## config.mk

```make
export PLATFORM = sky130hd
export DESIGN_NAME = tx_send
export DESIGN_NICKNAME = d
export VERILOG_FILES = /design/src/logic/metis_pkg.sv /design/src/logic/tx_frame_ctrl.sv /design/src/logic/frame_header_gen.sv /design/src/logic/payload_reader.sv /design/src/logic/discovery_reply_gen.sv /design/src/logic/tx_send.sv
export VERILOG_INCLUDE_DIRS = /design/src /design/src/logic
export SDC_FILE = /design/constraint.sdc
export NUM_CORES = 1
export LEC_CHECK = 0
export ABC_AREA = 1
export BUFFER_PORTS_ARGS = -buffer_cell sky130_fd_sc_hd__buf_2
export CELL_PAD_IN_SITES_DETAIL_PLACEMENT = 1
export CELL_PAD_IN_SITES_GLOBAL_PLACEMENT = 2
export CORE_UTILIZATION = 31
export DETAILED_ROUTE_END_ITERATION = 12
export GPL_ROUTABILITY_DRIVEN = 0
export GPL_TIMING_DRIVEN = 0
export PLACE_DENSITY = 0.94
export SLEW_MARGIN = 20
export SYNTH_ARGS = -nofsm -noshare
export SYNTH_HDL_FRONTEND = slang
export SYNTH_SLANG_ARGS = --single-unit
```

## constraint.sdc

```tcl
create_clock -name tx_clock -period 4.8 [get_ports tx_clock]
set_input_delay 0.72 -clock tx_clock [delete_from_list [all_inputs] [get_ports tx_clock]]
set_output_delay 0.72 -clock tx_clock [all_outputs]
set_load 0.01 [all_outputs]
```

## src/logic/metis_consts.svh

```systemverilog
`ifndef METIS_CONSTS_SVH
`define METIS_CONSTS_SVH

// ----------------------------------------------------------------------
// Fixed frame bytes
// ----------------------------------------------------------------------
`define METIS_TYPE_1       8'hEF   // First byte of every frame
`define METIS_TYPE_2       8'hFE   // Second byte of every frame
`define METIS_HPSDR_FRAME  8'h01   // Streaming frame marker
`define METIS_EP_IQ        8'h06   // Receiver I/Q endpoint
`define METIS_EP_WIDE      8'h04   // Wide spectrum endpoint

// ----------------------------------------------------------------------
// Lengths and thresholds
// ----------------------------------------------------------------------
`define METIS_DATA_LEN     1032    // Streaming frame bytes
`define METIS_DISC_LEN     60      // Discovery reply bytes
`define METIS_IQ_THRESHOLD 1023    // I/Q start needs level above this
`define METIS_HDR_LEN      8       // First payload byte index
`define METIS_LEN_W        11      // Length and index width

`endif

```

## src/logic/metis_pkg.sv

```systemverilog
`default_nettype none

`include "metis_consts.svh"

package metis_pkg;

	// ------------------------------------------------------------------
	// Frame kinds
	// ------------------------------------------------------------------
	typedef enum logic [1:0] {
		NONE, // No frame in flight
		IQ,   // Receiver I/Q samples
		WIDE, // Wide spectrum samples
		DISC  // Discovery reply
	} frame_kind_e;

	// Station identity for discovery replies
	typedef struct packed {
		logic [47:0] mac;         // Board MAC address
		logic [7:0]  serial_no;   // Firmware serial number
		logic        hermes_lite; // Report as Hermes-Lite
		logic [7:0]  assign_nr;   // Assigned receiver number
	} station_id_s;

	// Request towards the UDP sender
	typedef struct packed {
		logic                    request; // Frame pending
		logic [`METIS_LEN_W-1:0] length;  // UDP payload bytes
	} udp_req_s;

	// Show-ahead FIFO read side
	typedef struct packed {
		logic [7:0]              data; // Head byte
		logic [`METIS_LEN_W-1:0] used; // Fill level
	} fifo_rd_s;

	// Kind and index of the byte loaded next
	typedef struct packed {
		frame_kind_e             kind;
		logic [`METIS_LEN_W-1:0] index;
	} byte_pos_s;

endpackage

`default_nettype wire

```

## src/logic/tx_frame_ctrl.sv

```systemverilog
`timescale 1ns/100ps
`default_nettype none

`include "metis_consts.svh"

module tx_frame_ctrl (
	input  wire logic                    tx_clock,
	input  wire logic                    rst,
	input  wire logic                    run,
	input  wire logic                    wide_spectrum,
	input  wire logic                    ip_valid,
	input  wire logic                    discovery,
	input  wire logic                    tx_reset,
	input  wire logic [`METIS_LEN_W-1:0] iq_used,
	input  wire logic                    have_sp_data,
	input  wire logic                    udp_tx_enable,
	input  wire logic                    udp_tx_active,
	input  wire logic [7:0]              hdr_byte,
	input  wire logic [7:0]              pay_byte,
	input  wire logic [7:0]              disc_byte,
	output metis_pkg::udp_req_s          udp_req,
	output logic [7:0]                   udp_tx_data,
	output metis_pkg::byte_pos_s         pos,
	output logic                         advance,
	output logic                         frame_done
);

	localparam logic [`METIS_LEN_W-1:0] DATA_LEN     = `METIS_DATA_LEN;
	localparam logic [`METIS_LEN_W-1:0] DISC_LEN     = `METIS_DISC_LEN;
	localparam logic [`METIS_LEN_W-1:0] HDR_LEN      = `METIS_HDR_LEN;
	localparam logic [`METIS_LEN_W-1:0] IQ_THRESHOLD = `METIS_IQ_THRESHOLD;

	typedef enum logic [1:0] {IDLE, REQUEST, SEND, DONE} state_e;
	typedef enum logic [1:0] {SEL_HDR, SEL_PAY, SEL_DISC} sel_e;

	state_e                  state;
	metis_pkg::frame_kind_e  kind;      // Kind of frame in flight
	logic [`METIS_LEN_W-1:0] index;     // Index of next byte to load
	metis_pkg::frame_kind_e  due_kind;  // Arbitration winner
	logic [`METIS_LEN_W-1:0] due_len;
	sel_e                    byte_sel;
	logic [7:0]              next_byte;

	// ------------------------------------------------------------------
	// Arbitration, discovery first then I/Q then spectrum
	// ------------------------------------------------------------------
	always_comb begin
		due_kind = metis_pkg::NONE;
		due_len  = '0;
		if (discovery && ip_valid) begin // Reply only with a valid IP
			due_kind = metis_pkg::DISC;
			due_len  = DISC_LEN;
		end else if (iq_used > IQ_THRESHOLD && !tx_reset && run) begin
			due_kind = metis_pkg::IQ; // Full payload waiting
			due_len  = DATA_LEN;
		end else if (have_sp_data && wide_spectrum) begin
			due_kind = metis_pkg::WIDE;
			due_len  = DATA_LEN;
		end
	end

	// Which datapath block owns the next byte
	always_comb begin
		if (kind == metis_pkg::DISC)
			byte_sel = SEL_DISC;
		else if (index < HDR_LEN)
			byte_sel = SEL_HDR; // Header bytes 1 to 7
		else
			byte_sel = SEL_PAY;
	end

	always_comb begin
		case (byte_sel)
			SEL_DISC: next_byte = disc_byte;
			SEL_PAY:  next_byte = pay_byte;
			default:  next_byte = hdr_byte;
		endcase
	end

	assign pos        = '{kind: kind, index: index};
	assign advance    = (state == SEND) && udp_tx_active; // Byte loads this edge
	assign frame_done = (state == DONE);

	// ------------------------------------------------------------------
	// Handshake and byte counter
	// ------------------------------------------------------------------
	always_ff @(posedge tx_clock) begin
		if (rst) begin
			state       <= IDLE;
			kind        <= metis_pkg::NONE;
			index       <= '0;
			udp_req     <= '0;
			udp_tx_data <= '0;
		end else begin
			case (state)
				IDLE: begin
					if (due_kind != metis_pkg::NONE) begin
						udp_req.request <= 1'b1;
						udp_req.length  <= due_len;
						kind            <= due_kind;
						index           <= '0;
						state           <= REQUEST;
					end
				end
				REQUEST: begin
					if (udp_tx_enable) begin // Sender granted
						udp_tx_data <= `METIS_TYPE_1;
						index       <= `METIS_LEN_W'(1);
						state       <= SEND;
					end
				end
				SEND: begin
					if (udp_tx_active) begin // Low holds the byte
						udp_tx_data <= next_byte;
						if (index == udp_req.length - 1'b1) begin
							udp_req <= '0; // Last byte loaded
							state   <= DONE;
						end else begin
							index <= index + 1'b1;
						end
					end
				end
				default: begin // DONE strobe
					kind  <= metis_pkg::NONE;
					index <= '0;
					state <= IDLE;
				end
			endcase
		end
	end

	// Index stays inside the granted length
	a_index_in_len: assert property (@(posedge tx_clock) disable iff (rst)
		(state == SEND) |-> (index < udp_req.length));

	// Request only drops at the end of a frame
	a_req_fall: assert property (@(posedge tx_clock) disable iff (rst)
		$fell(udp_req.request) |-> frame_done);

endmodule

`default_nettype wire

```

## src/logic/frame_header_gen.sv

```systemverilog
`timescale 1ns/100ps
`default_nettype none

`include "metis_consts.svh"

module frame_header_gen (
	input  wire logic            tx_clock,
	input  wire logic            rst,
	input  wire logic            run,
	input  metis_pkg::byte_pos_s pos,
	input  wire logic            frame_done,
	output logic [7:0]           hdr_byte
);

	logic [31:0] seq_iq;   // I/Q frame sequence
	logic [31:0] seq_wide; // Spectrum frame sequence
	logic [31:0] seq;      // Counter of current kind
	logic [7:0]  endpoint;

	// ------------------------------------------------------------------
	// Sequence counters
	// ------------------------------------------------------------------
	always_ff @(posedge tx_clock) begin
		if (rst || !run) begin // Both restart while stopped
			seq_iq   <= '0;
			seq_wide <= '0;
		end else if (frame_done) begin
			case (pos.kind)
				metis_pkg::IQ:   seq_iq   <= seq_iq + 32'd1;
				metis_pkg::WIDE: seq_wide <= seq_wide + 32'd1;
				default: ; // Discovery has no sequence
			endcase
		end
	end

	assign seq      = (pos.kind == metis_pkg::WIDE) ? seq_wide : seq_iq;
	assign endpoint = (pos.kind == metis_pkg::WIDE) ? `METIS_EP_WIDE : `METIS_EP_IQ;

	// Header bytes, sequence MSB first
	always_comb begin
		case (pos.index)
			11'd1:   hdr_byte = `METIS_TYPE_2;
			11'd2:   hdr_byte = `METIS_HPSDR_FRAME;
			11'd3:   hdr_byte = endpoint;
			11'd4:   hdr_byte = seq[31:24];
			11'd5:   hdr_byte = seq[23:16];
			11'd6:   hdr_byte = seq[15:8];
			11'd7:   hdr_byte = seq[7:0];
			default: hdr_byte = `METIS_TYPE_1; // Byte 0 is loaded by the FSM
		endcase
	end

	// Control must tag every finished frame
	a_done_kind: assert property (@(posedge tx_clock) disable iff (rst)
		frame_done |-> (pos.kind != metis_pkg::NONE));

endmodule

`default_nettype wire

```

## src/logic/payload_reader.sv

```systemverilog
`timescale 1ns/100ps
`default_nettype none

`include "metis_consts.svh"

module payload_reader (
	input  wire logic            tx_clock,
	input  wire logic            rst,
	input  metis_pkg::byte_pos_s pos,
	input  wire logic            advance,
	input  metis_pkg::fifo_rd_s  iq_fifo,
	input  metis_pkg::fifo_rd_s  sp_fifo,
	output logic [7:0]           pay_byte,
	output logic                 iq_fifo_rdreq,
	output logic                 sp_fifo_rdreq,
	output logic                 underrun
);

	localparam logic [`METIS_LEN_W-1:0] DATA_LEN = `METIS_DATA_LEN;
	localparam logic [`METIS_LEN_W-1:0] HDR_LEN  = `METIS_HDR_LEN;
	localparam logic [`METIS_LEN_W-1:0] LAST_IDX = DATA_LEN - 1'b1;
	localparam logic [`METIS_LEN_W-1:0] PAY_LEN  = DATA_LEN - HDR_LEN;

	logic                    streaming; // I/Q or spectrum frame
	logic                    pop;
	logic [`METIS_LEN_W-1:0] pop_cnt;   // Pops in current frame

	assign streaming = (pos.kind == metis_pkg::IQ) || (pos.kind == metis_pkg::WIDE);
	assign pop       = advance && streaming && (pos.index >= HDR_LEN);

	// Show-ahead heads, popped as they are loaded
	assign pay_byte      = (pos.kind == metis_pkg::WIDE) ? sp_fifo.data : iq_fifo.data;
	assign iq_fifo_rdreq = pop && (pos.kind == metis_pkg::IQ);
	assign sp_fifo_rdreq = pop && (pos.kind == metis_pkg::WIDE);

	// ------------------------------------------------------------------
	// Pop counter and underrun flag
	// ------------------------------------------------------------------
	always_ff @(posedge tx_clock) begin
		if (rst || pos.index == '0) // Index 0 between frames
			pop_cnt <= '0;
		else if (pop)
			pop_cnt <= pop_cnt + 1'b1;
	end

	always_ff @(posedge tx_clock) begin
		if (rst) begin
			underrun <= 1'b0;
		end else if ((iq_fifo_rdreq && iq_fifo.used == '0) ||
		             (sp_fifo_rdreq && sp_fifo.used == '0)) begin
			underrun <= 1'b1; // Sticky
		end
	end

	a_one_rdreq: assert property (@(posedge tx_clock) disable iff (rst)
		!(iq_fifo_rdreq && sp_fifo_rdreq));

	// Whole payload drained by the last byte
	a_pop_count: assert property (@(posedge tx_clock) disable iff (rst)
		(pop && pos.index == LAST_IDX) |=> (pop_cnt == PAY_LEN));

endmodule

`default_nettype wire

```

## src/logic/discovery_reply_gen.sv

```systemverilog
`timescale 1ns/100ps
`default_nettype none

`include "metis_consts.svh"

module discovery_reply_gen (
	input  wire logic              run,
	input  metis_pkg::station_id_s station,
	input  metis_pkg::byte_pos_s   pos,
	output logic [7:0]             disc_byte
);

	logic [7:0] emu_id; // Board ID, also the fill byte

	assign emu_id = station.hermes_lite ? 8'h06 : 8'h01;

	// ------------------------------------------------------------------
	// Reply layout
	// ------------------------------------------------------------------
	always_comb begin
		case (pos.index)
			11'd0:   disc_byte = `METIS_TYPE_1;
			11'd1:   disc_byte = `METIS_TYPE_2;
			11'd2:   disc_byte = run ? 8'h03 : 8'h02; // Busy when running
			// MAC, most significant byte first
			11'd3:   disc_byte = station.mac[47:40];
			11'd4:   disc_byte = station.mac[39:32];
			11'd5:   disc_byte = station.mac[31:24];
			11'd6:   disc_byte = station.mac[23:16];
			11'd7:   disc_byte = station.mac[15:8];
			11'd8:   disc_byte = station.mac[7:0];
			11'd9:   disc_byte = station.serial_no;
			11'd10:  disc_byte = emu_id;
			// Emulation name for skimmer clients
			11'd11:  disc_byte = "H";
			11'd12:  disc_byte = "E";
			11'd13:  disc_byte = "R";
			11'd14:  disc_byte = "M";
			11'd15:  disc_byte = "E";
			11'd16:  disc_byte = "S";
			11'd17:  disc_byte = "L";
			11'd18:  disc_byte = "T";
			11'd19:  disc_byte = station.assign_nr; // Receiver number
			default: disc_byte = emu_id;            // Bytes 20 to 59
		endcase
	end

endmodule

`default_nettype wire

```

## src/logic/tx_send.sv

```systemverilog
`timescale 1ns/100ps
`default_nettype none

module tx_send (
	input  wire logic              tx_clock,
	input  wire logic              rst,
	input  wire logic              run,
	input  wire logic              wide_spectrum,
	input  wire logic              ip_valid,
	input  wire logic              discovery,
	input  wire logic              tx_reset,      // Blocks I/Q frames
	input  metis_pkg::station_id_s station,
	input  metis_pkg::fifo_rd_s    iq_fifo,
	output logic                   iq_fifo_rdreq,
	input  metis_pkg::fifo_rd_s    sp_fifo,
	input  wire logic              have_sp_data,
	output logic                   sp_fifo_rdreq,
	output metis_pkg::udp_req_s    udp_req,       // To UDP sender
	output logic [7:0]             udp_tx_data,
	input  wire logic              udp_tx_enable,
	input  wire logic              udp_tx_active,
	output logic                   underrun
);

	metis_pkg::byte_pos_s pos;
	logic                 advance;
	logic                 frame_done;
	logic [7:0]           hdr_byte;
	logic [7:0]           pay_byte;
	logic [7:0]           disc_byte;

	// ------------------------------------------------------------------
	// Control
	// ------------------------------------------------------------------
	tx_frame_ctrl ctrl_i (
		.tx_clock      (tx_clock),
		.rst           (rst),
		.run           (run),
		.wide_spectrum (wide_spectrum),
		.ip_valid      (ip_valid),
		.discovery     (discovery),
		.tx_reset      (tx_reset),
		.iq_used       (iq_fifo.used),
		.have_sp_data  (have_sp_data),
		.udp_tx_enable (udp_tx_enable),
		.udp_tx_active (udp_tx_active),
		.hdr_byte      (hdr_byte),
		.pay_byte      (pay_byte),
		.disc_byte     (disc_byte),
		.udp_req       (udp_req),
		.udp_tx_data   (udp_tx_data),
		.pos           (pos),
		.advance       (advance),
		.frame_done    (frame_done)
	);

	// ------------------------------------------------------------------
	// Datapath
	// ------------------------------------------------------------------
	frame_header_gen hdr_i (
		.tx_clock   (tx_clock),
		.rst        (rst),
		.run        (run),
		.pos        (pos),
		.frame_done (frame_done),
		.hdr_byte   (hdr_byte)
	);

	payload_reader pay_i (
		.tx_clock      (tx_clock),
		.rst           (rst),
		.pos           (pos),
		.advance       (advance),
		.iq_fifo       (iq_fifo),
		.sp_fifo       (sp_fifo),
		.pay_byte      (pay_byte),
		.iq_fifo_rdreq (iq_fifo_rdreq),
		.sp_fifo_rdreq (sp_fifo_rdreq),
		.underrun      (underrun)
	);

	discovery_reply_gen disc_i ( // Pure lookup
		.run       (run),
		.station   (station),
		.pos       (pos),
		.disc_byte (disc_byte)
	);

endmodule

`default_nettype wire

```

==> impl_metrics.json <==
{
  "p_int_mw": 1.58,
  "fin_crit_ns": 3.06,
  "antenna_left": 0,
  "total_power_mw": 2.70,
  "outcome": "completed",
  "fin_util_pct": 37.8,
  "wl_per_cell_um": 17.1,
  "cp_max_fo": 10,
  "worstPathRequired_ns": 4.08,
  "synthToLayoutAreaGrowth_pct": 19.7,
  "synth-edff-count": 0,
  "wl_met3_um": 1510,
  "reg2reg_from": "ctrl_i.index[0]",
  "switchingPower_mw": 1.11,
  "cts.sinks": 92,
  "min_period_over_period_pct": 63.8,
  "grt_pass1_wl_um": 40600,
  "portBuffers": 129,
  "crit_arrival_ns": 2.34,
  "cts_tree": "built",
  "yosysUniqueCellTypes": 45,
  "synth_top_flop_cell": "dfxtp_1",
  "io_pins": 136,
  "finalWirelength_um": 26000,
  "drv_cap": 0,
  "drv_slew": 0,
  "grt_setup_unrepaired": "false",
  "top_layer": "met4",
  "grt_usage_pct": 23.8,
  "overflow": 0,
  "tns_ns": 0,
  "rows": 53,
  "setup.worst_path.start_class": "flop",
  "syn_inst": 1095,
  "postCtsHoldBufs": 0,
  "synth_fa_ha_area_share_pct": 3.20,
  "power.leakage_nw": 3.28,
  "cts-htree-levels": 3,
  "numCtsBuffers": 9,
  "synth-xor-area-share_pct": 2.11,
  "core_area_mm2": 0.0210,
  "yosysTopAreaCell": "dfxtp_1",
  "cts_setup_buffers": 0,
  "antenna_found_initial": 0,
  "slew_headroom_pct": 43.1,
  "clockBufferDepth": 2,
  "ir_drop_mv": 0.189,
  "cts_resized": 0,
  "synthTopCellsByArea": "dfxtp_1 (28%), nand2_1 (15%), inv_1 (8.1%)",
  "layout-drive-gt1-share_pct": 16.5,
  "die_area_mm2": 0.0220,
  "dp_hpwl_um": 20900,
  "fp.dieH_um": 148,
  "path_clk_slew_ns": 0.07,
  "yosys.area.top_type_share_pct": 27.7,
  "yosys_warnings": 0,
  "finalSetupViolCount": 0,
  "clk_root_buffer_cell": "clkbuf_16",
  "synth_top_family_by_area": "simple AND/OR/NAND/NOR gates",
  "num_antenna_cells": 0,
  "holdPathStages": 2,
  "synth-compound-area-share_pct": 16.1,
  "drc": 0,
  "tightest_slew_ns": 0.854,
  "fmax_mhz": 327,
  "drtIter0Drc": 374,
  "muxShareOfSynthArea_pct": 0.151,
  "synth_seq_cells": 92,
  "hold_class": "flop to flop",
  "post_synth_and_or_nand_nor_area_fraction_pct": 38.9,
  "syn_avg_cell_area_um2": 6.06,
  "ff2ff_path_depth": 11,
  "hold_violations": 0,
  "ys_seq_area_share_pct": 27.7,
  "grt_pass1_vias": 7780,
  "dr.pass1.iters": 5,
  "pwr-share-seq_pct": 32.7,
  "grt_max_degree": 16,
  "route.met2.wl_um": 11600,
  "whs_endpoint": "ctrl_i.udp_req[11]",
  "p_clk_share_pct": 28.1,
  "initial_core_util_pct": 31.6,
  "route.vias.total": 7786,
  "finClkSkew_ns": 0.0113,
  "layout.nets": 1370,
  "final_common_cell": "nand2_1",
  "viasPerCell": 5.12,
  "die_w_um": 148,
  "r2r_end": "ctrl_i.udp_tx_data[2]",
  "most-common-layout-cells": "nand2_1 (268), inv_1 (144), buf_2 (137)",
  "critical_path_class": "flop to primary output",
  "critPathCaptureType": "primary output",
  "switching_share_pct": 41.2,
  "min_from": "ctrl_i.udp_req[11]",
  "r2r_slack_ns": 2.23,
  "wirelength_met1_um": 12000,
  "powerDensity_mw_per_mm2": 339,
  "synthArstFlopShare_pct": 0,
  "worstSkewPairLatency_ns": 0.36,
  "synth_area_mm2": 0.00664,
  "combinationalPowerShare_pct": 39.2
}
-- cells in the mapped netlist, types with 3 or more instances --
master    number
nor4_1        10
o21a_1         5
xnor2_1        3
nand3_2        5
a211oi_1       9
nand2_1      268
nand3_1       85
o21ai_1        4
nor2_4         4
nor2_1       124
nand4_1       25
inv_2          9
inv_1        144
buf_4         10
xor2_1        13
dfxtp_1       92
o21ai_0       73
a21oi_1       93
buf_6          3
nor3_1        32
buf_2          8
nor2_2         7
nand2_2        6
clkbuf_1      15
o22ai_1        3
o211ai_1       4
nor3_2         4
ha_1          17
-- cell type report --
type                       instances  area [um2]
fill                            2912       13100
multi-input combinational        819        4040
sequential                        92        1840
timing repair buffer             129         646
inverter                         153         574
tap                              275         344
clock buffer                      11         243
buffer                            36         205
clock inverter                     5        60.1
-- cell families (layout without fill, tap and decap cells) --
| logic type | count (synthesis) | count (layout) |
|---|---|---|
| and+or+nand+nor | 580 | 580 |
| AOI/OAI and AO/OA | 199 | 199 |
| buffers and inverters | 189 | 334 |
| DFF | 92 | 92 |
| adders and majority gates | 17 | 17 |
| xor gates and xnor gates | 16 | 16 |
| other | 1 | 6 |
| muxes | 1 | 1 |
-- registers in the layout, summed over array words and instances (netlist names) --
signal,count
ctrl_i.udp_tx_data,8
pay_i.underrun,1
ctrl_i.udp_req,4
hdr_i.seq_iq,32
ctrl_i.state,2
ctrl_i.index,11
hdr_i.seq_wide,32
ctrl_i.kind,2
-- worst max path at each step --
| stage | startpoint | end | slack (ns) | cells past startpoint |
|---|---|---|---|---|
| 2_1_floorplan | ctrl_i.kind[0] | sp_fifo_rdreq | 2.71 | 6 |
| 3_3_place_gp | ctrl_i.kind[0] | sp_fifo_rdreq | 2.16 | 7 |
| 3_5_place_dp | ctrl_i.kind[0] | sp_fifo_rdreq | 2.11 | 7 |
| 4_1_cts | ctrl_i.kind[0] | sp_fifo_rdreq | 1.71 | 7 |
| 5_1_grt | ctrl_i.kind[0] | sp_fifo_rdreq | 1.58 | 7 |
| 6_report | ctrl_i.kind[0] | sp_fifo_rdreq | 1.74 | 7 |
-- power groups by stage --
stage          Sequential [mW]  Combinational [mW]  Clock, mW
3_3_place_gp             0.898                1.02          0
3_5_place_dp             0.900                1.04          0
2_1_floorplan            0.898               0.664          0
4_1_cts                  0.882                1.05      0.766
5_1_grt                  0.887                1.18      0.799
6_report                 0.881                1.06      0.757
-- metal layers --
layer  vias to the layer above  GRT usage (%)
met5                         -              0
met4                         0           10.3
met3                        49           3.47
met2                       240           38.3
met1                      3643           31.6
li1                       3854              -
-- worst max-delay path, stage by stage, from the launching register on --
cell and delay, ns:
dfxtp_1 0.42, inv_1 0.07, ha_1 0.27, buf_2 0.23, inv_1 0.24, clkbuf_1 0.44
nor2_1 0.14, buf_2 0.17
-- per-stage QoR --
step	instance area (um2)	hold slack, ns	setup WS [ns]	cells
after floorplan	6660	0.439	2.71	1100
after global placement	7650	0.451	2.16	1504
after detailed placement	7650	0.455	2.11	1504
after CTS	7950	0.467	1.71	1520
after global routing	7950	0.514	1.58	1520
final	7950	0.467	1.74	1520
Power figures use the tool's default switching activity.
